**src/source/decode_pkg.sv**
```systemverilog
// shared widths, register constants and encodings for the two-wide decode and
// dispatch stage; every RTL module and the testbench import this package
package decode_pkg;

  localparam int inst_width    = 32;
  localparam int word_width    = 64; // datapath width fed by the opa/opb selects
  localparam int reg_idx_width = 5;
  localparam int cap_width     = 2;  // counts and capacities, 0 to 2

  localparam logic [reg_idx_width-1:0] zero_reg = 5'd31; // r31, no writeback
  localparam logic [inst_width-1:0] noop_inst = 32'h47ff_041f; // bis r31,r31,r31

  // major opcodes, bits 31..26
  typedef enum logic [5:0] {
    op_pal  = 6'h00,
    op_lda  = 6'h08,
    op_inta = 6'h10,
    op_intl = 6'h11,
    op_ints = 6'h12,
    op_intm = 6'h13,
    op_jsr  = 6'h1a,
    op_ldq  = 6'h29,
    op_stq  = 6'h2d,
    op_br   = 6'h30,
    op_bsr  = 6'h34
  } opcode_e; // 0x38..0x3f are integer conditional branches

  // function codes, bits 11..5; values repeat across groups so the major
  // opcode picks the meaning
  typedef logic [6:0] func_e;
  localparam func_e fn_addq   = 7'h20;
  localparam func_e fn_subq   = 7'h29;
  localparam func_e fn_cmpult = 7'h1d;
  localparam func_e fn_cmpeq  = 7'h2d;
  localparam func_e fn_cmpule = 7'h3d;
  localparam func_e fn_cmplt  = 7'h4d;
  localparam func_e fn_cmple  = 7'h6d;
  localparam func_e fn_and    = 7'h00;
  localparam func_e fn_bic    = 7'h08;
  localparam func_e fn_bis    = 7'h20;
  localparam func_e fn_ornot  = 7'h28;
  localparam func_e fn_xor    = 7'h40;
  localparam func_e fn_eqv    = 7'h48;
  localparam func_e fn_srl    = 7'h34;
  localparam func_e fn_sll    = 7'h39;
  localparam func_e fn_sra    = 7'h3c;
  localparam func_e fn_mulq   = 7'h20;

  typedef enum logic [4:0] {
    alu_addq, alu_subq, alu_and, alu_bic, alu_bis, alu_ornot,
    alu_xor, alu_eqv, alu_srl, alu_sll, alu_sra, alu_mulq,
    alu_cmpeq, alu_cmplt, alu_cmple, alu_cmpult, alu_cmpule
  } alu_func_e;

  // operand a source, each a word_width value
  typedef enum logic [1:0] {
    opa_is_rega,
    opa_is_npc,
    opa_is_not3,     // ~3, word-aligns a jump target
    opa_is_mem_disp  // sign-extended 16-bit displacement
  } opa_sel_e;

  // operand b source
  typedef enum logic [1:0] {
    opb_is_regb,
    opb_is_alu_imm,  // zero-extended 8-bit literal
    opb_is_br_disp   // 21-bit branch displacement, scaled by 4
  } opb_sel_e;

endpackage
```
**src/source/decode_dispatch.sv**
```systemverilog
`timescale 1ns/100ps
// decode and dispatch stage of a two-wide in-order front end
// fetch offers up to two words per cycle, up to fetch_need are taken; decoded
// entries leave in order as capacity in rob, rs and lsq allows
module decode_dispatch import decode_pkg::*; (
  input  logic                     clock,
  input  logic                     reset,
  input  logic [inst_width-1:0]    fetch_inst0,  // older lane
  input  logic [inst_width-1:0]    fetch_inst1,
  input  logic                     fetch_valid0,
  input  logic                     fetch_valid1,
  input  logic [cap_width-1:0]     rob_cap,
  input  logic [cap_width-1:0]     rs_cap,
  input  logic [cap_width-1:0]     lsq_cap,
  output logic [cap_width-1:0]     fetch_need,
  output logic                     disp_valid0, disp_valid1,
  output opa_sel_e                 disp_opa_select0, disp_opa_select1,
  output opb_sel_e                 disp_opb_select0, disp_opb_select1,
  output alu_func_e                disp_alu_func0, disp_alu_func1,
  output logic [reg_idx_width-1:0] disp_ra_idx0, disp_ra_idx1,
  output logic [reg_idx_width-1:0] disp_rb_idx0, disp_rb_idx1,
  output logic [reg_idx_width-1:0] disp_dest_idx0, disp_dest_idx1,
  output logic                     disp_rd_mem0, disp_rd_mem1,
  output logic                     disp_wr_mem0, disp_wr_mem1,
  output logic                     disp_cond_branch0, disp_cond_branch1,
  output logic                     disp_uncond_branch0, disp_uncond_branch1,
  output logic                     disp_halt0, disp_halt1,
  output logic                     disp_illegal0, disp_illegal1
);

  opa_sel_e                 dec_opa_select0, dec_opa_select1;
  opb_sel_e                 dec_opb_select0, dec_opb_select1;
  alu_func_e                dec_alu_func0, dec_alu_func1;
  logic [reg_idx_width-1:0] dec_ra_idx0, dec_ra_idx1, dec_rb_idx0, dec_rb_idx1;
  logic [reg_idx_width-1:0] dec_dest_idx0, dec_dest_idx1;
  logic                     dec_rd_mem0, dec_wr_mem0, dec_cond_branch0, dec_uncond_branch0;
  logic                     dec_rd_mem1, dec_wr_mem1, dec_cond_branch1, dec_uncond_branch1;
  logic                     dec_halt0, dec_illegal0, dec_halt1, dec_illegal1;
  logic [cap_width-1:0]     occupancy;
  logic [cap_width-1:0]     dispatch_count;
  logic                     slot_valid0, slot_valid1;

  inst_decoder decoder0 (
    .inst(fetch_inst0), .inst_valid(fetch_valid0),
    .opa_select(dec_opa_select0), .opb_select(dec_opb_select0), .alu_func(dec_alu_func0),
    .ra_idx(dec_ra_idx0), .rb_idx(dec_rb_idx0), .dest_idx(dec_dest_idx0),
    .rd_mem(dec_rd_mem0), .wr_mem(dec_wr_mem0), .cond_branch(dec_cond_branch0),
    .uncond_branch(dec_uncond_branch0), .halt(dec_halt0), .illegal(dec_illegal0)
  );

  inst_decoder decoder1 (
    .inst(fetch_inst1), .inst_valid(fetch_valid1),
    .opa_select(dec_opa_select1), .opb_select(dec_opb_select1), .alu_func(dec_alu_func1),
    .ra_idx(dec_ra_idx1), .rb_idx(dec_rb_idx1), .dest_idx(dec_dest_idx1),
    .rd_mem(dec_rd_mem1), .wr_mem(dec_wr_mem1), .cond_branch(dec_cond_branch1),
    .uncond_branch(dec_uncond_branch1), .halt(dec_halt1), .illegal(dec_illegal1)
  );

  dispatch_control control (
    .occupancy(occupancy), .rob_cap(rob_cap), .rs_cap(rs_cap), .lsq_cap(lsq_cap),
    .dispatch_count(dispatch_count), .fetch_need(fetch_need)
  );

  dispatch_buffer buffer (
    .clock(clock), .reset(reset),
    .dispatch_count(dispatch_count), .fetch_need(fetch_need),
    .in_valid0(fetch_valid0), .in_valid1(fetch_valid1),
    .in_opa_select0(dec_opa_select0), .in_opa_select1(dec_opa_select1),
    .in_opb_select0(dec_opb_select0), .in_opb_select1(dec_opb_select1),
    .in_alu_func0(dec_alu_func0), .in_alu_func1(dec_alu_func1),
    .in_ra_idx0(dec_ra_idx0), .in_ra_idx1(dec_ra_idx1),
    .in_rb_idx0(dec_rb_idx0), .in_rb_idx1(dec_rb_idx1),
    .in_dest_idx0(dec_dest_idx0), .in_dest_idx1(dec_dest_idx1),
    .in_rd_mem0(dec_rd_mem0), .in_wr_mem0(dec_wr_mem0),
    .in_cond_branch0(dec_cond_branch0), .in_uncond_branch0(dec_uncond_branch0),
    .in_halt0(dec_halt0), .in_illegal0(dec_illegal0),
    .in_rd_mem1(dec_rd_mem1), .in_wr_mem1(dec_wr_mem1),
    .in_cond_branch1(dec_cond_branch1), .in_uncond_branch1(dec_uncond_branch1),
    .in_halt1(dec_halt1), .in_illegal1(dec_illegal1),
    .occupancy(occupancy), .slot_valid0(slot_valid0), .slot_valid1(slot_valid1),
    .slot_opa_select0(disp_opa_select0), .slot_opa_select1(disp_opa_select1),
    .slot_opb_select0(disp_opb_select0), .slot_opb_select1(disp_opb_select1),
    .slot_alu_func0(disp_alu_func0), .slot_alu_func1(disp_alu_func1),
    .slot_ra_idx0(disp_ra_idx0), .slot_ra_idx1(disp_ra_idx1),
    .slot_rb_idx0(disp_rb_idx0), .slot_rb_idx1(disp_rb_idx1),
    .slot_dest_idx0(disp_dest_idx0), .slot_dest_idx1(disp_dest_idx1),
    .slot_rd_mem0(disp_rd_mem0), .slot_wr_mem0(disp_wr_mem0),
    .slot_cond_branch0(disp_cond_branch0), .slot_uncond_branch0(disp_uncond_branch0),
    .slot_halt0(disp_halt0), .slot_illegal0(disp_illegal0),
    .slot_rd_mem1(disp_rd_mem1), .slot_wr_mem1(disp_wr_mem1),
    .slot_cond_branch1(disp_cond_branch1), .slot_uncond_branch1(disp_uncond_branch1),
    .slot_halt1(disp_halt1), .slot_illegal1(disp_illegal1)
  );

  // a lane goes out only if the count reaches it
  assign disp_valid0 = slot_valid0 && (dispatch_count != '0);
  assign disp_valid1 = slot_valid1 && (dispatch_count == cap_width'(2));

endmodule

```
**src/source/dispatch_buffer.sv**
```systemverilog
`timescale 1ns/100ps
// two-entry in-order buffer of decoded instructions, slot 0 oldest
// each edge drops dispatched entries, shifts survivors forward and appends
// the fetch lanes accepted under fetch_need
module dispatch_buffer import decode_pkg::*; (
  input  logic                     clock,
  input  logic                     reset,
  input  logic [cap_width-1:0]     dispatch_count, // leaving from the front
  input  logic [cap_width-1:0]     fetch_need,     // lanes fetch may hand over
  input  logic                     in_valid0,
  input  logic                     in_valid1,
  input  opa_sel_e                 in_opa_select0, in_opa_select1,
  input  opb_sel_e                 in_opb_select0, in_opb_select1,
  input  alu_func_e                in_alu_func0, in_alu_func1,
  input  logic [reg_idx_width-1:0] in_ra_idx0, in_ra_idx1,
  input  logic [reg_idx_width-1:0] in_rb_idx0, in_rb_idx1,
  input  logic [reg_idx_width-1:0] in_dest_idx0, in_dest_idx1,
  input  logic                     in_rd_mem0, in_wr_mem0, in_cond_branch0,
  input  logic                     in_uncond_branch0, in_halt0, in_illegal0,
  input  logic                     in_rd_mem1, in_wr_mem1, in_cond_branch1,
  input  logic                     in_uncond_branch1, in_halt1, in_illegal1,
  output logic [cap_width-1:0]     occupancy,
  output logic                     slot_valid0,
  output logic                     slot_valid1,
  output opa_sel_e                 slot_opa_select0, slot_opa_select1,
  output opb_sel_e                 slot_opb_select0, slot_opb_select1,
  output alu_func_e                slot_alu_func0, slot_alu_func1,
  output logic [reg_idx_width-1:0] slot_ra_idx0, slot_ra_idx1,
  output logic [reg_idx_width-1:0] slot_rb_idx0, slot_rb_idx1,
  output logic [reg_idx_width-1:0] slot_dest_idx0, slot_dest_idx1,
  output logic                     slot_rd_mem0, slot_wr_mem0, slot_cond_branch0,
  output logic                     slot_uncond_branch0, slot_halt0, slot_illegal0,
  output logic                     slot_rd_mem1, slot_wr_mem1, slot_cond_branch1,
  output logic                     slot_uncond_branch1, slot_halt1, slot_illegal1
);

  typedef struct packed {
    opa_sel_e                 opa_select;
    opb_sel_e                 opb_select;
    alu_func_e                alu_func;
    logic [reg_idx_width-1:0] ra_idx;
    logic [reg_idx_width-1:0] rb_idx;
    logic [reg_idx_width-1:0] dest_idx;
    logic                     rd_mem;
    logic                     wr_mem;
    logic                     cond_branch;
    logic                     uncond_branch;
    logic                     halt;
    logic                     illegal;
  } entry_t;

  // decoded form of noop_inst
  localparam entry_t noop_entry = '{opa_is_rega, opb_is_regb, alu_bis, noop_inst[25:21],
                                    noop_inst[20:16], noop_inst[4:0], 1'b0, 1'b0, 1'b0,
                                    1'b0, 1'b0, 1'b0};

  entry_t               slot_q [2];
  entry_t               next_q [2];
  entry_t               in_entry [2];
  logic [1:0]           valid_q;
  logic [1:0]           next_valid;
  logic [1:0]           accept;
  logic [cap_width-1:0] keep; // survivors after dispatch

  assign in_entry[0] = '{in_opa_select0, in_opb_select0, in_alu_func0, in_ra_idx0,
                         in_rb_idx0, in_dest_idx0, in_rd_mem0, in_wr_mem0, in_cond_branch0,
                         in_uncond_branch0, in_halt0, in_illegal0};
  assign in_entry[1] = '{in_opa_select1, in_opb_select1, in_alu_func1, in_ra_idx1,
                         in_rb_idx1, in_dest_idx1, in_rd_mem1, in_wr_mem1, in_cond_branch1,
                         in_uncond_branch1, in_halt1, in_illegal1};

  assign occupancy = cap_width'(valid_q[0]) + cap_width'(valid_q[1]);
  assign keep      = occupancy - dispatch_count;
  assign accept[0] = in_valid0 && (fetch_need != '0);
  assign accept[1] = in_valid1 && (fetch_need == cap_width'(2));

  always_comb
  begin
    next_q     = in_entry; // empty after dispatch, take both lanes
    next_valid = accept;
    case (keep)
      cap_width'(2):
      begin
        next_q     = slot_q; // nothing left, nothing taken
        next_valid = 2'b11;
      end
      cap_width'(1):
      begin
        next_q[0]  = dispatch_count[0] ? slot_q[1] : slot_q[0];
        next_q[1]  = in_entry[0];
        next_valid = {accept[0], 1'b1};
      end
      default:
      begin
      end
    endcase
  end

  always_ff @(posedge clock)
  begin
    if (reset)
    begin
      valid_q   <= '0;
      slot_q[0] <= noop_entry;
      slot_q[1] <= noop_entry;
    end
    else
    begin
      valid_q <= next_valid;
      slot_q  <= next_q;
    end
  end

  assign slot_valid0         = valid_q[0];
  assign slot_opa_select0    = slot_q[0].opa_select;
  assign slot_opb_select0    = slot_q[0].opb_select;
  assign slot_alu_func0      = slot_q[0].alu_func;
  assign slot_ra_idx0        = slot_q[0].ra_idx;
  assign slot_rb_idx0        = slot_q[0].rb_idx;
  assign slot_dest_idx0      = slot_q[0].dest_idx;
  assign slot_rd_mem0        = slot_q[0].rd_mem;
  assign slot_wr_mem0        = slot_q[0].wr_mem;
  assign slot_cond_branch0   = slot_q[0].cond_branch;
  assign slot_uncond_branch0 = slot_q[0].uncond_branch;
  assign slot_halt0          = slot_q[0].halt;
  assign slot_illegal0       = slot_q[0].illegal;
  assign slot_valid1         = valid_q[1];
  assign slot_opa_select1    = slot_q[1].opa_select;
  assign slot_opb_select1    = slot_q[1].opb_select;
  assign slot_alu_func1      = slot_q[1].alu_func;
  assign slot_ra_idx1        = slot_q[1].ra_idx;
  assign slot_rb_idx1        = slot_q[1].rb_idx;
  assign slot_dest_idx1      = slot_q[1].dest_idx;
  assign slot_rd_mem1        = slot_q[1].rd_mem;
  assign slot_wr_mem1        = slot_q[1].wr_mem;
  assign slot_cond_branch1   = slot_q[1].cond_branch;
  assign slot_uncond_branch1 = slot_q[1].uncond_branch;
  assign slot_halt1          = slot_q[1].halt;
  assign slot_illegal1       = slot_q[1].illegal;

  // fetch fills lanes in order
  lane1_needs_lane0: assert property (@(posedge clock) disable iff (reset)
    in_valid1 |-> in_valid0);

  // fetch_need from the control block must never overfill the two slots
  no_overfill: assert property (@(posedge clock) disable iff (reset)
    (keep + accept[0] + accept[1]) <= 2);

endmodule

```
**src/source/dispatch_control.sv**
```systemverilog
`timescale 1ns/100ps
// dispatch count and fetch request from buffer occupancy and the three
// downstream capacities; purely combinational
module dispatch_control import decode_pkg::*; (
  input  logic [cap_width-1:0] occupancy,
  input  logic [cap_width-1:0] rob_cap,
  input  logic [cap_width-1:0] rs_cap,
  input  logic [cap_width-1:0] lsq_cap,
  output logic [cap_width-1:0] dispatch_count,
  output logic [cap_width-1:0] fetch_need
);

  logic [cap_width-1:0] min_cap;

  always_comb
  begin
    min_cap = rob_cap; // tightest downstream limit
    if (rs_cap < min_cap)
      min_cap = rs_cap;
    if (lsq_cap < min_cap)
      min_cap = lsq_cap;
  end

  assign dispatch_count = (occupancy < min_cap) ? occupancy : min_cap;
  assign fetch_need     = cap_width'(2) - occupancy + dispatch_count; // free after shift

  // capacities above the issue width would overrun the buffer math
  cap_in_range: assert final (rob_cap <= 2 && rs_cap <= 2 && lsq_cap <= 2)
    else $error("capacity above 2: rob %0d rs %0d lsq %0d", rob_cap, rs_cap, lsq_cap);

endmodule

```
**src/source/inst_decoder.sv**
```systemverilog
`timescale 1ns/100ps
// combinational decode of one instruction lane
// an invalid lane or an illegal word comes out as noop fields
module inst_decoder import decode_pkg::*; (
  input  logic [inst_width-1:0]    inst,
  input  logic                     inst_valid,
  output opa_sel_e                 opa_select,
  output opb_sel_e                 opb_select,
  output alu_func_e                alu_func,
  output logic [reg_idx_width-1:0] ra_idx,
  output logic [reg_idx_width-1:0] rb_idx,
  output logic [reg_idx_width-1:0] dest_idx,
  output logic                     rd_mem,
  output logic                     wr_mem,
  output logic                     cond_branch,
  output logic                     uncond_branch,
  output logic                     halt,
  output logic                     illegal
);

  typedef enum logic [1:0] {dest_none, dest_ra, dest_rc} dest_sel_e;

  dest_sel_e dest_select;
  func_e     func;

  assign func   = inst[11:5];
  assign ra_idx = inst[25:21];
  assign rb_idx = inst[20:16];

  always_comb
  begin
    opa_select    = opa_is_rega; // noop defaults
    opb_select    = opb_is_regb;
    alu_func      = alu_addq;
    dest_select   = dest_none;
    rd_mem        = 1'b0;
    wr_mem        = 1'b0;
    cond_branch   = 1'b0;
    uncond_branch = 1'b0;
    halt          = 1'b0;
    illegal       = 1'b0;
    if (inst_valid)
    begin
      case (inst[31:26]) inside
        op_pal:
        begin
          if (inst[25:0] == '0)
            halt = 1'b1; // call_pal 0
          else
            illegal = 1'b1;
        end
        op_inta, op_intl, op_ints, op_intm:
        begin
          opb_select  = inst[12] ? opb_is_alu_imm : opb_is_regb; // literal form
          dest_select = dest_rc;
          case (inst[31:26])
            op_inta:
              case (func)
                fn_addq:   alu_func = alu_addq;
                fn_subq:   alu_func = alu_subq;
                fn_cmpult: alu_func = alu_cmpult;
                fn_cmpeq:  alu_func = alu_cmpeq;
                fn_cmpule: alu_func = alu_cmpule;
                fn_cmplt:  alu_func = alu_cmplt;
                fn_cmple:  alu_func = alu_cmple;
                default:   illegal = 1'b1;
              endcase
            op_intl:
              case (func)
                fn_and:   alu_func = alu_and;
                fn_bic:   alu_func = alu_bic;
                fn_bis:   alu_func = alu_bis;
                fn_ornot: alu_func = alu_ornot;
                fn_xor:   alu_func = alu_xor;
                fn_eqv:   alu_func = alu_eqv;
                default:  illegal = 1'b1;
              endcase
            op_ints:
              case (func)
                fn_srl:  alu_func = alu_srl;
                fn_sll:  alu_func = alu_sll;
                fn_sra:  alu_func = alu_sra;
                default: illegal = 1'b1;
              endcase
            default:
              if (func == fn_mulq)
                alu_func = alu_mulq;
              else
                illegal = 1'b1;
          endcase
        end
        op_jsr:
        begin
          opa_select    = opa_is_not3; // jmp, jsr, ret share one form
          alu_func      = alu_and;     // target = rb & ~3
          dest_select   = dest_ra;
          uncond_branch = 1'b1;
        end
        op_lda, op_ldq:
        begin
          opa_select  = opa_is_mem_disp;
          dest_select = dest_ra;
          rd_mem      = (inst[31:26] == op_ldq);
        end
        op_stq:
        begin
          wr_mem = 1'b1; // address from rb + disp, data from ra
        end
        op_br, op_bsr:
        begin
          opa_select    = opa_is_npc;
          opb_select    = opb_is_br_disp;
          dest_select   = dest_ra; // return address
          uncond_branch = 1'b1;
        end
        [6'h38:6'h3f]:
        begin
          opb_select  = opb_is_br_disp;
          cond_branch = 1'b1; // ra tested by the branch unit
        end
        default:
          illegal = 1'b1; // fp branches, unlisted groups
      endcase
      if (illegal)
      begin
        opa_select  = opa_is_rega; // drop partial fields
        opb_select  = opb_is_regb;
        alu_func    = alu_addq;
        dest_select = dest_none;
      end
    end
  end

  // destination index mux
  always_comb
  begin
    case (dest_select)
      dest_rc: dest_idx = inst[4:0];
      dest_ra: dest_idx = inst[25:21];
      default: dest_idx = zero_reg;
    endcase
  end

  // downstream units key off a single class flag per instruction
  flag_class_onehot: assert final (
    $onehot0({halt, illegal, rd_mem, wr_mem, cond_branch, uncond_branch}))
    else $error("decoder raised more than one class flag for %h", inst);

endmodule

```
**config.mk**
```make
export PLATFORM = sky130hd
export DESIGN_NAME = decode_dispatch
export DESIGN_NICKNAME = d
export VERILOG_FILES = /design/src/source/decode_pkg.sv /design/src/source/decode_dispatch.sv /design/src/source/dispatch_buffer.sv /design/src/source/dispatch_control.sv /design/src/source/inst_decoder.sv
export SDC_FILE = /design/constraint.sdc
export NUM_CORES = 1
export LEC_CHECK = 0
export ABC_CLOCK_PERIOD_IN_PS = 4800
export BUFFER_PORTS_ARGS = -buffer_cell sky130_fd_sc_hd__buf_2
export CAP_MARGIN = 15
export CELL_PAD_IN_SITES_DETAIL_PLACEMENT = 1
export CELL_PAD_IN_SITES_GLOBAL_PLACEMENT = 2
export CORE_AREA = 5 5 128 130
export CTS_BUF_LIST = sky130_fd_sc_hd__clkbuf_4 sky130_fd_sc_hd__clkbuf_8 sky130_fd_sc_hd__clkbuf_16
export DETAILED_ROUTE_END_ITERATION = 12
export DIE_AREA = 0 0 133 135
export PLACE_DENSITY_LB_ADDON = 0.1
export SKIP_LAST_GASP = 1
export SLEW_MARGIN = 20
export SYNTH_ARGS = -nofsm -noshare
export SYNTH_HDL_FRONTEND = slang
export SYNTH_HIERARCHICAL = 1
export SYNTH_SLANG_ARGS = --single-unit
```
**constraint.sdc**
```tcl
create_clock -name clock -period 4.8 [get_ports clock]
set_clock_uncertainty 0.15 [all_clocks]
set_input_delay 0.72 -clock clock [delete_from_list [all_inputs] [get_ports clock]]
set_output_delay 0.72 -clock clock [all_outputs]
set_load 0.1 [all_outputs]
```
**After elaboration in Yosys (flattened, before gate mapping)**

Cells that the tools add are included.

- Register bits: 62
- Word-level logic and storage cells: 285
- Input bits: 74

- Bitwise gates (word level): 1
- Magnitude comparators: 7
- $add $sub $neg: 4
- Reduce and logical (&&, ||, !) cells: 27
- Equal/unequal tests: 57
- Mux-type cells: 164

Operator list:

| cell | count |
|---|---|
| $pmux 60 s2 | 1 |
| $eq 7x6->1 const B | 16 |
| $mux 2 | 48 |
| $mux 1 | 91 |
| $eq 6x5->1 const B | 10 |
| $pmux 5 s6 | 2 |
| $eq 7x7->1 const B | 8 |
| $logic_not 26->1 | 2 |
| $eq 6x6->1 const B | 8 |
| $mux 5 | 8 |
| $pmux 3 s6 | 2 |
| $mux 30 | 1 |
| $pmux 5 s3 | 2 |
| $pmux 4 s3 | 2 |
| $pmux 5 s2 | 2 |
| $eq 7x4->1 const B | 2 |
| $eq 7x5->1 const B | 2 |
| $logic_not 7->1 | 2 |
| $reduce_or 7->1 | 2 |
| $eq 6x4->1 const B | 2 |
| $ge 6x6->1 const B | 2 |
| $le 6x6->1 const B | 2 |
| $logic_not 6->1 | 2 |
| $reduce_or 6->1 | 2 |
| 18 further kinds | 39 |

**Longest topological paths before layout**

Gate-level depths: netlist of run 1.

- Word-level depth: 15
- Mapped depth: 18

**Hierarchy**

Netlist of run 1, hierarchy kept.

Modules (own cells, without submodules):

| module | cells an instance | area an instance (sq um) | times used |
|---|---|---|---|
| dispatch_buffer | 271 | 2892.8 | 1 |
| inst_decoder (decoder0) | 136 | 922.1 | 1 |
| inst_decoder (decoder1) | 136 | 897.1 | 1 |
| dispatch_control | 19 | 165.2 | 1 |
| decode_dispatch | 2 | 16.3 | 1 |

**Worst setup path before layout of run 1**

No wires, ideal clock.

- Path kind: input to output
- Start point: input rob_cap[1]
- End point: output fetch_need[1]
- Stages on the path: 8
- Arrival: 3446 ps
- Path slack: 484 ps
- Data required time: 3930 ps
- Cells stage by stage: ha_1 > ha_1 > ha_1 > nand2b_1 > o221ai_2 > o21ai_0 > ha_1 > xnor2_1

- Longest elaborated chain between the ends: 7

RTL lines:

| item | RTL line | RTL |
|---|---|---|
| start: declaration | decode_dispatch.sv:12 | `input logic [cap_width-1:0] rob_cap,` |
| $lt 2x2->1 | dispatch_control.sv:18 | `if (rs_cap < min_cap)` |
| $mux 2 (*) | dispatch_control.sv:18 |  |
| $lt 2x2->1 | dispatch_control.sv:20 | `if (lsq_cap < min_cap)` |
| $mux 2 (*) | dispatch_control.sv:20 |  |
| $lt 2x2->1 | dispatch_control.sv:24 | `assign dispatch_count = (occupancy < min_cap) ? occupancy : min_cap;` |
| $mux 2 (*) | dispatch_control.sv:24 |  |
| $add 2x2->2 (*) | dispatch_control.sv:25 | `assign fetch_need = cap_width'(2) - occupancy + dispatch_count;` |
| end: declaration | decode_dispatch.sv:15 | `output logic [cap_width-1:0] fetch_need,` |

Every way passes the cells marked *; elsewhere a longest branch is shown, timed or not.

**Final worst setup path of run 1**

- Start point: input rob_cap[1]
- End point: register buffer.slot_q, in the netlist buffer/slot_rb_idx0[4]

- Longest elaborated chain between the ends: 10

RTL lines:

| item | RTL line | RTL |
|---|---|---|
| $lt 2x2->1 | dispatch_control.sv:18 |  |
| $mux 2 (*) | dispatch_control.sv:18 |  |
| $lt 2x2->1 | dispatch_control.sv:20 |  |
| $mux 2 (*) | dispatch_control.sv:20 |  |
| $lt 2x2->1 | dispatch_control.sv:24 |  |
| $mux 2 (*) | dispatch_control.sv:24 |  |
| net dispatch_count[0] | decode_dispatch.sv:40 | `logic [cap_width-1:0] dispatch_count;` |
| $sub 2x2->2 | dispatch_buffer.sv:73 | `assign keep = occupancy - dispatch_count;` |
| $eq 2x1->1 or $eq 2x2->1 (tied branches) | dispatch_buffer.sv:81 | `case (keep)` |
| $ne 2x1->1 (no source line) or $not 1->1 (tied branches) | -- |  |
| $reduce_and 2->1 (no source line) | -- |  |
| end signal: assignment | dispatch_buffer.sv:110 | `slot_q <= next_q;` |
| end: declaration | dispatch_buffer.sv:57 | `entry_t slot_q [2];` |

The timed path passes the listed nets; every way through them passes the cells marked *.
A chain may end at the register's enable or synchronous reset.

==> results.txt, run 1 <==
----------------------------------------------------
[Die]
  Width of the die ... 133 µm
  Boundary pin count ... 138
  Die footprint ... 0.01796 mm²
  Vertical die dimension ... 135 µm
  Core region area ... 0.01503 mm²
  Initial core utilization ... 0.3255
  Number of cell rows ... 45

[Clock tree]
  Clock transition at path regs ... 0.05 ns
  CTS H-Tree Depth ... 3
  # Post-CTS Setup Buffers ... 0
  Total clock buffers created by CTS ... 9
  Clock tree from TritonCTS ... yes
  Skew-Pair Late Insertion Delay ... 0.33 ns
  # clock sinks ... 62
  Clock tree root buffer cell ... sky130_fd_sc_hd__clkbuf_16
  Maximum buffer depth of the clock tree ... 2
  Resized cells post-CTS ... 0
  Cts-stage hold buffer count ... 0

[Layout]
  Fraction of final layout cells sized beyond drive strength 1 ... 0.3069
  Design area ... 0.005710 mm²
  Number of antenna diodes ... 0
  Area added between synthesis and finish ... 16.70%
  Most frequent cells in the layout ... sky130_fd_sc_hd__buf_2 (137), sky130_fd_sc_hd__dfxtp_1 (62), sky130_fd_sc_hd__a21oi_1 (47), sky130_fd_sc_hd__mux2i_1 (46), sky130_fd_sc_hd__nand2_1 (46)
  Most common cell after layout, fill and taps aside ... sky130_fd_sc_hd__buf_2
  Final core utilization ... 0.3799
  Final nets ... 741

[Timing]
  Final Critical Period ... 3.948 ns
  Worst Max-Slew Pin Slew ... 0.8438 ns
  Final clock period utilization by the worst path ... 0.8225
  Headroom to the max-slew limit ... 0.4374
  RSZ-0062 raised after global routing ... no
  Peak Freq ... 253.3 MHz
  Total negative setup slack ... 0 ns
  Final max-slew violation count ... 0
  Final hold vios ... 0
  Setup-violating endpoint count in the final report ... 0

[Route]
  Routed wire length on met3 ... 698 µm
  # DRC ... 0
  Routed met2 length ... 8391 µm
  1st-pass router iterations ... 4
  Routed via count divided by cell count ... 5.511
  Top metal layer carrying routed signals ... met4
  Routed WL per cell ... 20.26 µm
  Aggregate routed wire length ... 17080 µm
  Overall via count from detail_route ... 4646
  Initial drt markers ... 161
  Number of nets with antenna violations after detailed routing ... 0
  Total routed wire length on the met1 layer ... 7816 µm

[Logic synthesis]
  Cell types with the largest area share after synthesis ... sky130_fd_sc_hd__dfxtp_1 (25%), sky130_fd_sc_hd__mux2i_1 (9.4%), sky130_fd_sc_hd__a21oi_1 (4.8%), sky130_fd_sc_hd__ha_1 (4.1%), sky130_fd_sc_hd__nand2_1 (3.5%)
  Main synth FF type ... sky130_fd_sc_hd__dfxtp_1
  Portion of synthesized cell area occupied by the leading cell type ... 0.2536
  Share of flip-flops with an asynchronous set or reset ... 0
  Mean instance size in the synthesized netlist ... 8.676 µm²
  Synthesized netlist net count ... 654
  Syn Inst Count ... 564
  Most area-hungry cell type in the Yosys netlist ... sky130_fd_sc_hd__dfxtp_1
  Unique masters post-synth ... 77
  Count of synthesis-stage warnings from yosys ... 6
  EDFF count, synth ... 0
  Portion of the post-synthesis area used by sequential elements ... 0.2536
  Summed instance area of the synthesized netlist ... 0.004893 mm²
  Number of flip-flops and latches in the synthesized netlist ... 62

[Run]
  Maxcap violations ... 0

[Placed design]
  DP Area ... 0.005416 mm²
  Detailed-placement wirelength estimate ... 13270 µm
  Count of buffers inserted at the top-level ports ... 137
  Final RePlAce weighted congestion ... 0.8226

[GRT]
  GRT Overall Usage ... 0.1882
  Overflow left after global routing ... 0
  Pin count of the biggest net entering global routing ... 36
  Number of global-route vias before repair ... 4830
  Antenna violations before repair ... 0
  First-pass GRT wire length ... 27100 µm

[Power and ir drop]
  Maximum vdd drop ... 1226 µV
  Leakage ... 2.289 nW
  Clock network fraction of total power ... 0.166
  Relative contribution of sequential cells to total power ... 0.179
  Cell-internal power ... 0.001799 W
  Overall Power ... 0.003899 W
  Combinational fraction of design power ... 0.655
  Net load switching power ... 0.002100 W
  Sw frac ... 0.5386
  Power per unit of standard cell area ... 682.8 mW/mm²

[Critical path]
  Crit path kind ... in2reg
  Worst reg2reg endpoint ... buffer/slot_rb_idx0[4]$_SDFFE_PP1P_
  Crit-path max FO ... 30
  Worst r2r path cells ... 13
  Setup crit start ... rob_cap[1]
  Flop2flop setup slack ... 1.18 ns
  FF-to-FF Start ... buffer/valid_q[0]$_SDFF_PP0_
  Kind of start point of the critical path ... input port
  Crit path required time ... 4.85 ns
  Crit path capture ... buffer/slot_rb_idx0[4]$_SDFFE_PP1P_
  CP Data Arrival Time ... 4.00 ns
  CP endpoint kind ... flop

[Outcome]
  Outcome ... finished clean

[Hold path]
  Worst Hold Class ... reg2reg

----------------------------------------------------
==> power groups by stage <==
stage / combinational [W] / sequential (W) / clock (W)
after global placement: 0.00253 / 0.000705 / 0
after floorplan: 0.00167 / 0.00132 / 0
after global routing: 0.00270 / 0.000711 / 0.000682
after CTS: 0.00257 / 0.000699 / 0.000661
after detailed placement: 0.00257 / 0.000709 / 0
final: 0.00256 / 0.000698 / 0.000646
==> metal layers <==
layer / track usage / up-vias
met5: 0 / -
met4: 0.03984 / 0
met3: 0.03726 / 13
met2: 0.3256 / 95
met1: 0.2433 / 2271
li1: - / 2267
==> worst max-delay path, cell delays in order <==
cell                        delay, ns
sky130_fd_sc_hd__buf_2           0.11
sky130_fd_sc_hd__ha_1            0.21
sky130_fd_sc_hd__ha_1            0.20
sky130_fd_sc_hd__inv_1           0.06
sky130_fd_sc_hd__ha_1            0.20
sky130_fd_sc_hd__nand2b_1        0.15
sky130_fd_sc_hd__o221ai_2        0.10
sky130_fd_sc_hd__o21a_1          0.17
sky130_fd_sc_hd__ha_1            0.20
sky130_fd_sc_hd__xnor2_1         0.14
sky130_fd_sc_hd__xnor2_1         0.15
sky130_fd_sc_hd__inv_1           0.09
sky130_fd_sc_hd__ha_2            0.57
sky130_fd_sc_hd__buf_4           0.56
sky130_fd_sc_hd__mux2i_1         0.26
sky130_fd_sc_hd__a2bb2oi_1       0.08
==> worst min path at each step <==
stage	end	cells after the start	slack [ns]	from
5_1_grt	buffer/slot_halt0$_SDFFE_PP0P_	1	0.33	buffer/slot_halt0$_SDFFE_PP0P_
6_report	buffer/slot_rd_mem0$_SDFFE_PP0P_	1	0.31	buffer/slot_rd_mem0$_SDFFE_PP0P_
3_3_place_gp	buffer/slot_opa_select0[0]$_SDFFE_PP0P_	1	0.30	buffer/slot_opa_select0[0]$_SDFFE_PP0P_
3_5_place_dp	buffer/slot_opb_select0[0]$_SDFFE_PP0P_	1	0.30	buffer/slot_opb_select0[0]$_SDFFE_PP0P_
4_1_cts	buffer/slot_alu_func0[0]$_SDFFE_PP0P_	1	0.31	buffer/slot_alu_func0[0]$_SDFFE_PP0P_
2_1_floorplan	buffer/valid_q[0]$_SDFF_PP0_	2	0.73	fetch_valid0
==> flip-flops by register name, summed over array words and instances (netlist names), 2 cells and up <==
| signal | flops |
|---|---|
| buffer/slot_opb_select0 | 2 |
| buffer/slot_dest_idx1 | 5 |
| buffer/slot_ra_idx1 | 5 |
| buffer/slot_opb_select1 | 2 |
| buffer/slot_opa_select1 | 2 |
| buffer/slot_rb_idx0 | 5 |
| buffer/slot_alu_func1 | 5 |
| buffer/slot_dest_idx0 | 5 |
| buffer/slot_opa_select0 | 2 |
| buffer/slot_ra_idx0 | 5 |
| buffer/slot_alu_func0 | 5 |
| buffer/slot_rb_idx1 | 5 |
| buffer/valid_q | 2 |
==> cells by family after synthesis <==
| logic type | count (synthesis) | synth area share |
|---|---|---|
| AND/OR/NAND/NOR | 191 | 0.2281 |
| multiplexers | 60 | 0.1263 |
| XOR/XNOR | 11 | 0.01969 |
| adder cells (fa/ha/maj) | 16 | 0.04091 |
| AO/OA/AOI/OAI | 144 | 0.2311 |
| flip-flops | 62 | 0.2536 |
| buffers and inverters | 80 | 0.1002 |
==> per-stage QoR <==
step / setup WS, ns / std cells / hold slack (ns)
CTS: 0.8280 / 843 / 0.3123
floorplan: 0.4837 / 564 / 0.7316
global route: 0.5649 / 843 / 0.3286
detailed placement: 0.4976 / 828 / 0.2961
global placement: 0.6448 / 828 / 0.2958
finish: 0.8522 / 843 / 0.3098
==> layout make-up <==
class | count | area [µm²]
clock buffer | 11 | 246.5
clock inverter | 4 | 47.55
fill | 1821 | 9323
inverter | 14 | 52.55
multi-input combinational | 422 | 3164
sequential | 62 | 1241
tap | 188 | 235.2
timing repair buffer | 142 | 723.2
==> Yosys cell counts (9+ instances only) <==
cell type,instances
sky130_fd_sc_hd__a21oi_1,47
sky130_fd_sc_hd__a221o_1,10
sky130_fd_sc_hd__a2bb2oi_2,10
sky130_fd_sc_hd__buf_4,22
sky130_fd_sc_hd__buf_6,10
sky130_fd_sc_hd__clkbuf_1,21
sky130_fd_sc_hd__dfxtp_1,62
sky130_fd_sc_hd__ha_1,16
sky130_fd_sc_hd__inv_1,13
sky130_fd_sc_hd__mux2_2,14
sky130_fd_sc_hd__mux2i_1,46
sky130_fd_sc_hd__nand2_1,46
sky130_fd_sc_hd__nand3_1,9
sky130_fd_sc_hd__nand3b_1,10
sky130_fd_sc_hd__nor2_1,19
sky130_fd_sc_hd__nor3_1,27
sky130_fd_sc_hd__nor4_1,13
sky130_fd_sc_hd__o21ai_0,9
sky130_fd_sc_hd__o2bb2ai_1,14
Note: power is estimated with default switching activity, not from simulation.
==> inputs of run 2 (changes only) <==
ABC_CLOCK_PERIOD_IN_PS = 3440   (was 4800)
CORE_AREA = 5 5 139 141   (was 5 5 128 130)
DIE_AREA = 0 0 144 146   (was 0 0 133 135)
clock period = 3.44 ns   (was 4.8 ns; I/O delays follow)
==> run 2 against run 1 <==
Clock power grew 52%. Setup slack got worse by 0.56 ns. Non-clock buffer count up 36. Design area grew 7.9%. Sequential share of layout area is 1.6 points lower. Global-route usage is 1.4 points lower. Clock-buffer cell count fell by 1. Critical path depth down 1. Core utilization shrank 3.5 points. Power increased by 54%. Combinational power up 59%. Sequential power up 39%. Highest routed layer unchanged.
==> results.txt, run 2 (synthesized netlist as in run 1, its figures left out) <==
----------------------------------------------------
[Die]
  Vertical die dimension ... 146 µm (was 135 µm)
  Number of cell rows ... 49 (was 45)
  Initial core utilization ... 0.2743 (was 0.3255)
  Boundary pin count ... 138 (unchanged)
  Core region area ... 0.01784 mm² (was 0.01503 mm²)
  Die footprint ... 0.02102 mm² (was 0.01796 mm²)
  Width of the die ... 144 µm (was 133 µm)

[Critical path]
  Setup crit start ... rob_cap[1] (unchanged)
  Crit path required time ... 3.55 ns (was 4.85 ns)
  Flop2flop setup slack ... 0.39 ns (was 1.18 ns)
  Crit-path max FO ... 14 (was 30)
  Cell occurring most often along the worst timing path ... sky130_fd_sc_hd__ha_1 (unchanged)
  CP Data Arrival Time ... 3.26 ns (was 4.00 ns)
  FF-to-FF Start ... buffer/valid_q[0]$_SDFF_PP0_ (unchanged)
  Worst reg2reg endpoint ... buffer/slot_alu_func0[3]$_SDFFE_PP0P_ (was buffer/slot_rb_idx0[4]$_SDFFE_PP1P_)
  Kind of start point of the critical path ... input port (unchanged)
  Crit path kind ... in2reg (unchanged)
  Critical Path, Cell by Cell ... buf_2 > ha_1 > ha_1 > ha_1 > nand2b_1 > o221ai_2 > o21a_1 > ha_1 > xnor2_1 > xnor2_1 > inv_1 > ha_2 > nand2b_4 > a21oi_2 > o2bb2ai_1 (was buf_2 > ha_1 > ha_1 > inv_1 > ha_1 > nand2b_1 > o221ai_2 > o21a_1 > ha_1 > xnor2_1 > xnor2_1 > inv_1 > ha_2 > buf_4 > mux2i_1 > a2bb2oi_1)
  Crit path depth ... 15 (was 16)
  CP endpoint kind ... flop (unchanged)
  Cell family contributing the most delay on the critical path ... adder cells (unchanged)
  Highest cell delay on the worst timing path ... 0.57 ns (about the same)
  Crit path max-delay cell type ... sky130_fd_sc_hd__a21oi_2 (was sky130_fd_sc_hd__ha_2)
  Worst r2r path cells ... 13 (unchanged)
  Crit path capture ... buffer/slot_alu_func0[3]$_SDFFE_PP0P_ (was buffer/slot_rb_idx0[4]$_SDFFE_PP1P_)
  Count of buffering cells on the critical path with inverters included ... 2 (was 4)

[GRT]
  GRT Overall Usage ... 0.1743 (was 0.1882)
  Pin count of the biggest net entering global routing ... 36 (unchanged)
  Grt met1 use ... 0.2267 (was 0.2433)
  Overflow left after global routing ... 0 (unchanged)
  Global routing usage on met3 ... 0.03352 (was 0.03726)
  Layer carrying the most global-route usage ... met2 (unchanged)
  First-pass GRT wire length ... 28920 µm (was 27100 µm)
  Antenna violations before repair ... 0 (unchanged)
  Met2 GRT Util ... 0.2977 (was 0.3256)
  Number of global-route vias before repair ... 5150 (was 4830)

[Route]
  # DRC ... 0 (unchanged)
  Initial drt markers ... 174 (was 161)
  1st-pass router iterations ... 4 (unchanged)
  Number of nets with antenna violations after detailed routing ... 0 (unchanged)
  Overall via count from detail_route ... 4859 (was 4646)
  Routed WL per cell ... 20.15 µm (was 20.26 µm)
  Aggregate routed wire length ... 18550 µm (was 17080 µm)
  Routed via count divided by cell count ... 5.276 (was 5.511)

[Timing]
  Worst Max-Slew Pin Slew ... 0.8636 ns (was 0.8438 ns)
  Headroom to the max-slew limit ... 0.4162 (was 0.4374)
  Final hold vios ... 0 (unchanged)
  Final clock period utilization by the worst path ... 0.9150
  Setup slack of the critical path after layout ... 0.2923 ns (was 0.8522 ns)
  Peak Freq ... 317.7 MHz
  Final max-slew violation count ... 0 (unchanged)
  RSZ-0062 raised after global routing ... no (unchanged)
  Final Critical Period ... 3.148 ns
  Setup-violating endpoint count in the final report ... 0 (unchanged)

[Layout]
  Area added between synthesis and finish ... 25.88% (was 16.70%)
  Most frequent cells in the layout ... sky130_fd_sc_hd__buf_2 (134), sky130_fd_sc_hd__dfxtp_1 (62), sky130_fd_sc_hd__a21oi_1 (47), sky130_fd_sc_hd__mux2i_1 (46), sky130_fd_sc_hd__nand2_1 (46) (was sky130_fd_sc_hd__buf_2 (137), sky130_fd_sc_hd__dfxtp_1 (62), sky130_fd_sc_hd__a21oi_1 (47), sky130_fd_sc_hd__mux2i_1 (46), sky130_fd_sc_hd__nand2_1 (46))
  Number of antenna diodes ... 0 (unchanged)
  Fraction of final layout cells sized beyond drive strength 1 ... 0.3454 (was 0.3069)
  Most common cell after layout, fill and taps aside ... sky130_fd_sc_hd__buf_2 (unchanged)
  Final nets ... 777 (was 741)
  Final core utilization ... 0.3453 (was 0.3799)

[Clock tree]
  Maximum buffer depth of the clock tree ... 2 (unchanged)
  Clock tree root buffer cell ... sky130_fd_sc_hd__clkbuf_16 (unchanged)
  CTS H-Tree Depth ... 3 (unchanged)
  Clock tree from TritonCTS ... yes (unchanged)
  # Post-CTS Setup Buffers ... 0 (unchanged)
  Skew-Pair Late Insertion Delay ... 0.34 ns (was 0.33 ns)
  Total clock buffers created by CTS ... 9 (unchanged)
  Resized cells post-CTS ... 0 (unchanged)
  # clock sinks ... 62 (unchanged)
  Clock transition at path regs ... 0.06 ns (was 0.05 ns)
  Cts-stage hold buffer count ... 0 (unchanged)

[Hold path]
  Worst Hold Class ... reg2reg (unchanged)

[Placed design]
  Count of buffers inserted at the top-level ports ... 137 (unchanged)
  Worst setup slack after placement ... -0.08603 ns (was 0.4976 ns)
  Final RePlAce weighted congestion ... 0.8232 (was 0.8226)
  Detailed-placement wirelength estimate ... 14800 µm (was 13270 µm)

[Power and ir drop]
  Power per unit of standard cell area ... 977.4 mW/mm² (was 682.8 mW/mm²)
  Maximum vdd drop ... 519.8 µV (was 1226 µV)
  Leakage ... 2.512 nW (was 2.289 nW)

[Outcome]
  Outcome ... finished clean (unchanged)

[Run]
  Maxcap violations ... 0 (unchanged)

----------------------------------------------------
[run 2: changes by cell type in the layout (fill, tap and decap cells not counted)]
cell                        before  now
sky130_fd_sc_hd__xnor2_2         0    1
sky130_fd_sc_hd__buf_12          0    7
sky130_fd_sc_hd__xnor2_1         7    6
sky130_fd_sc_hd__bufinv_16       1    2
sky130_fd_sc_hd__clkinv_4        0    1
sky130_fd_sc_hd__buf_2         137  134
sky130_fd_sc_hd__clkbuf_8        1    0
sky130_fd_sc_hd__buf_4           5   37
[run 2: worst reg2reg max path, delay by kind of cell, from the launching register on]
family          cells  cell delay (ns)
buf+inv             1             0.09
compound gates      4             0.98
fa+ha+maj           4             0.98
simple gates        2             0.17
flops               1             0.32
xor+xnor            2             0.28
[run 2: report_power, final]
group	total (W)	switching (W)	internal [W]	leakage, nW
clock network	0.000983	0.000343	0.000640	0.156
registers	0.000971	0.000105	0.000866	0.507
logic	0.00407	0.00263	0.00144	1.85
[run 2: how the worst min path moves through the flow]
stage / endpoint / startpoint / depth (start not counted) / slack [ns]
global placement: buffer/slot_opa_select0[0]$_SDFFE_PP0P_ / buffer/slot_opa_select0[0]$_SDFFE_PP0P_ / 1 / 0.29
global route: buffer/slot_opb_select0[1]$_SDFFE_PP0P_ / buffer/slot_opb_select0[1]$_SDFFE_PP0P_ / 1 / 0.32
floorplan: buffer/valid_q[0]$_SDFF_PP0_ / fetch_valid0 / 2 / 0.53
detailed placement: buffer/slot_wr_mem0$_SDFFE_PP0P_ / buffer/slot_wr_mem0$_SDFFE_PP0P_ / 1 / 0.29
CTS: buffer/slot_alu_func0[1]$_SDFFE_PP0P_ / buffer/slot_alu_func0[1]$_SDFFE_PP0P_ / 1 / 0.31
finish: buffer/slot_wr_mem0$_SDFFE_PP0P_ / buffer/slot_wr_mem0$_SDFFE_PP0P_ / 1 / 0.31
[run 2: area by class of cell]
class	count	area [µm²]
fill	2139	11680
multi-input combinational	422	3172
sequential	62	1241
timing repair buffer	178	1089
tap	229	286.5
clock buffer	10	232.7
clock inverter	6	86.33
inverter	14	52.55
[run 2: metrics by stage]
stage	instances	power (W)	hold WS [ns]	TNS (ns)	area [µm²]
after floorplan	564	0.004184	0.5276	0	4901
after global placement	905	0.005032	0.2905	0	5841
after detailed placement	905	0.005088	0.2931	-0.9710	5841
after CTS	921	0.006091	0.3123	0	6160
after global routing	921	0.006297	0.3224	0	6160
final	921	0.006020	0.3082	0	6160
[run 2: layer usage]
metal | vias up | wire [µm]
met5 | - | 0
met3 | 15 | 887
met2 | 125 | 8986
li1 | 2337 | -
met4 | 0 | 188
met1 | 2382 | 8491
==> inputs of run 3 (changes only) <==
--- a/constraint.sdc
+++ b/constraint.sdc
@@ -4,2 +4,2 @@
 set_output_delay 0.516 -clock clock [all_outputs]
-set_load 0.1 [all_outputs]
+set_load 0.02 [all_outputs]
==> run 3 against run 2 <==
Register-to-register slack lost 0.04 ns. Design area shrank 0.98%. Sequential power is essentially flat. Fmax shrank 2.1%. Clock power grew 9.9%. Cell count shrank 0.43%. First-iteration DRC count grew 43%. Core utilization shrank 0.34 points. Combinational power shrank 27%. Global-route usage is essentially flat. Setup slack lost 0.067 ns. Critical endpoint is now buffer/slot_opb_select0[0]$_SDFFE_PP0P_. Largest cell class unchanged.
==> results.txt, run 3 (synthesized netlist as in run 1, its figures left out) <==
----------------------------------------------------
[Clock tree]
  Resized cells post-CTS ... 0 (unchanged)
  CTS H-Tree Depth ... 3 (unchanged)
  Maximum buffer depth of the clock tree ... 2 (unchanged)
  Clock transition at path regs ... 0.06 ns (about the same)
  Clock tree from TritonCTS ... yes (unchanged)
  Total clock buffers created by CTS ... 9 (unchanged)
  Cts-stage hold buffer count ... 0 (unchanged)
  Clock tree root buffer cell ... sky130_fd_sc_hd__clkbuf_16 (unchanged)
  # clock sinks ... 62 (unchanged)
  # Post-CTS Setup Buffers ... 0 (unchanged)
  Skew-Pair Late Insertion Delay ... 0.34 ns (about the same)

[Critical path]
  Critical Path, Cell by Cell ... buf_2 > ha_1 > ha_1 > ha_1 > nand2b_1 > o221ai_2 > o21a_1 > ha_1 > xnor2_1 > xnor2_1 > inv_1 > ha_2 > nand2b_4 > a21oi_2 > o2bb2ai_1 (unchanged)
  Worst r2r path cells ... 13 (unchanged)
  Count of buffering cells on the critical path with inverters included ... 2 (unchanged)
  Crit-path max FO ... 14 (unchanged)
  Worst reg2reg endpoint ... buffer/slot_opb_select0[0]$_SDFFE_PP0P_ (was buffer/slot_alu_func0[3]$_SDFFE_PP0P_)
  FF-to-FF Start ... buffer/valid_q[0]$_SDFF_PP0_ (unchanged)
  Cell family contributing the most delay on the critical path ... adder cells (unchanged)
  Cell occurring most often along the worst timing path ... sky130_fd_sc_hd__ha_1 (unchanged)
  Crit path required time ... 3.55 ns (about the same)
  Crit path kind ... in2reg (unchanged)
  Highest cell delay on the worst timing path ... 0.60 ns (was 0.57 ns)
  Kind of start point of the critical path ... input port (unchanged)
  CP endpoint kind ... flop (unchanged)
  CP Data Arrival Time ... 3.33 ns (was 3.26 ns)
  Flop2flop setup slack ... 0.35 ns (was 0.39 ns)
  Crit path max-delay cell type ... sky130_fd_sc_hd__a21oi_2 (unchanged)

[Timing]
  Peak Freq ... 311.1 MHz (was 317.7 MHz)
  Setup-violating endpoint count in the final report ... 0 (unchanged)
  Final clock period utilization by the worst path ... 0.9345 (was 0.9150)
  Worst Max-Slew Pin Slew ... 0.8725 ns (was 0.8636 ns)
  Final max-slew violation count ... 0 (unchanged)
  Final hold vios ... 0 (unchanged)
  Final Critical Period ... 3.215 ns (was 3.148 ns)
  Headroom to the max-slew limit ... 0.4183 (was 0.4162)
  RSZ-0062 raised after global routing ... no (unchanged)
  Setup slack of the critical path after layout ... 0.2252 ns (was 0.2923 ns)

[Power and ir drop]
  Clock network fraction of total power ... 0.215 (was 0.163)
  Sw frac ... 0.4257 (was 0.5110)
  Combinational fraction of design power ... 0.592 (was 0.675)
  Cell-internal power ... 0.002878 W (was 0.002944 W)
  Net load switching power ... 0.002134 W (was 0.003076 W)
  Maximum vdd drop ... 752.5 µV (was 519.8 µV)
  Overall Power ... 0.005012 W (was 0.006020 W)
  Leakage ... 2.488 nW (was 2.512 nW)
  Power per unit of standard cell area ... 821.8 mW/mm² (was 977.4 mW/mm²)
  Relative contribution of sequential cells to total power ... 0.194 (was 0.161)

[GRT]
  Antenna violations before repair ... 0 (unchanged)
  Layer carrying the most global-route usage ... met2 (unchanged)
  Number of global-route vias before repair ... 5123 (was 5150)
  First-pass GRT wire length ... 29040 µm (was 28920 µm)
  Pin count of the biggest net entering global routing ... 36 (unchanged)
  Grt met1 use ... 0.2284 (was 0.2267)
  Overflow left after global routing ... 0 (unchanged)
  Met2 GRT Util ... 0.2952 (was 0.2977)
  Global routing usage on met3 ... 0.02958 (was 0.03352)
  GRT Overall Usage ... 0.1744 (was 0.1743)

[Layout]
  Multi-input logic area ... 0.003164 mm² (was 0.003172 mm²)
  Fill count ... 2110 (was 2139)
  Area of all sequential standard cells ... 0.001241 mm² (unchanged)
  Most frequent cells in the layout ... sky130_fd_sc_hd__buf_2 (137), sky130_fd_sc_hd__dfxtp_1 (62), sky130_fd_sc_hd__a21oi_1 (47), sky130_fd_sc_hd__mux2i_1 (46), sky130_fd_sc_hd__nand2_1 (46) (was sky130_fd_sc_hd__buf_2 (134), sky130_fd_sc_hd__dfxtp_1 (62), sky130_fd_sc_hd__a21oi_1 (47), sky130_fd_sc_hd__mux2i_1 (46), sky130_fd_sc_hd__nand2_1 (46))
  Design area ... 0.006100 mm² (was 0.006160 mm²)
  Most common cell after layout, fill and taps aside ... sky130_fd_sc_hd__buf_2 (unchanged)
  Fraction of final layout cells sized beyond drive strength 1 ... 0.3401 (was 0.3454)
  Number of antenna diodes ... 0 (unchanged)
  Area added between synthesis and finish ... 24.65% (was 25.88%)
  Final nets ... 773 (was 777)

[Die]
  Core region area ... 0.01784 mm² (unchanged)
  Initial core utilization ... 0.2743 (unchanged)
  Die footprint ... 0.02102 mm² (unchanged)
  Width of the die ... 144 µm (unchanged)
  Boundary pin count ... 138 (unchanged)
  Vertical die dimension ... 146 µm (unchanged)
  Number of cell rows ... 49 (unchanged)

[Placed design]
  DP Area ... 0.005758 mm² (was 0.005841 mm²)
  Count of buffers inserted at the top-level ports ... 137 (unchanged)
  Worst setup slack after placement ... -0.1041 ns (was -0.08603 ns)
  Final RePlAce weighted congestion ... 0.8349 (was 0.8232)
  Detailed-placement wirelength estimate ... 14520 µm (was 14800 µm)

[Route]
  Routed WL per cell ... 20.18 µm (was 20.15 µm)
  # DRC ... 0 (unchanged)
  Aggregate routed wire length ... 18510 µm (was 18550 µm)
  Routed via count divided by cell count ... 5.306 (was 5.276)
  1st-pass router iterations ... 4 (unchanged)
  Initial drt markers ... 248 (was 174)
  Number of nets with antenna violations after detailed routing ... 0 (unchanged)
  Overall via count from detail_route ... 4866 (was 4859)

[Run]
  Maxcap violations ... 0 (unchanged)

[Hold path]
  Worst Hold Class ... reg2reg (unchanged)
  Worst hold endpoint ... buffer/slot_alu_func0[1]$_SDFFE_PP0P_ (was buffer/slot_wr_mem0$_SDFFE_PP0P_)
  Hold Path Depth ... 1 (unchanged)
  Beginning of the worst hold path ... buffer/slot_alu_func0[1]$_SDFFE_PP0P_ (was buffer/slot_wr_mem0$_SDFFE_PP0P_)

[Outcome]
  Outcome ... finished clean (unchanged)

----------------------------------------------------
## run 3: how the worst max path moves through the flow
stage,from,to,cells past startpoint
6_report,rob_cap[1],buffer/slot_opb_select0[0]$_SDFFE_PP0P_,15
5_1_grt,rob_cap[1],buffer/slot_opa_select0[1]$_SDFFE_PP0P_,14
4_1_cts,rob_cap[1],buffer/slot_opb_select0[0]$_SDFFE_PP0P_,15
3_5_place_dp,rob_cap[1],buffer/slot_opb_select0[0]$_SDFFE_PP0P_,15
3_3_place_gp,rob_cap[1],buffer/slot_rb_idx0[4]$_SDFFE_PP1P_,16
2_1_floorplan,fetch_inst1[31],buffer/slot_dest_idx1[0]$_SDFFE_PP1P_,10
## run 3: power groups by stage
stage	combinational, W	clock, W	sequential (W)
after floorplan	0.00214	0	0.00111
after global placement	0.00295	0	0.000982
after detailed placement	0.00298	0	0.000988
after CTS	0.00299	0.00110	0.000973
after global routing	0.00318	0.00113	0.000990
final	0.00296	0.00108	0.000970
## run 3: layout make-up
type | instances | area share
multi-input combinational | 422 | 0.5188
inverter | 14 | 0.008615
clock inverter | 6 | 0.01785
sequential | 62 | 0.2035
clock buffer | 10 | 0.03815
timing repair buffer | 174 | 0.1662
tap | 229 | 0.04697
## run 3: worst reg2reg max path: stages, from the launching register on
cell                        delay (ns)
sky130_fd_sc_hd__dfxtp_1          0.32
sky130_fd_sc_hd__ha_1             0.24
sky130_fd_sc_hd__ha_1             0.30
sky130_fd_sc_hd__nand2b_1         0.09
sky130_fd_sc_hd__o221ai_2         0.10
sky130_fd_sc_hd__o21a_1           0.14
sky130_fd_sc_hd__ha_1             0.19
sky130_fd_sc_hd__xnor2_1          0.13
sky130_fd_sc_hd__xnor2_1          0.15
sky130_fd_sc_hd__inv_1            0.10
sky130_fd_sc_hd__ha_2             0.24
sky130_fd_sc_hd__nand2b_4         0.08
sky130_fd_sc_hd__a21oi_2          0.60
sky130_fd_sc_hd__o2bb2ai_1        0.19
## run 3: stage by stage
step / util / hold slack, ns / cells / setup TNS (ns)
after floorplan: - / 0.3949 / 564 / 0
after global placement: 0.3227 / 0.2939 / 901 / 0
after detailed placement: 0.3227 / 0.2963 / 901 / -2.685
after CTS: 0.3419 / 0.3135 / 917 / 0
after global routing: 0.3419 / 0.3259 / 917 / 0
final: 0.3419 / 0.3137 / 917 / 0
## run 3: per-layer routing
layer / part of all wire / routed length, µm / up-vias
li1: - / - / 2340
met1: 0.45 / 8284 / 2378
met2: 0.49 / 9119 / 131
met3: 0.048 / 895 / 17
met4: 0.011 / 208 / 0
met5: 0 / 0 / -
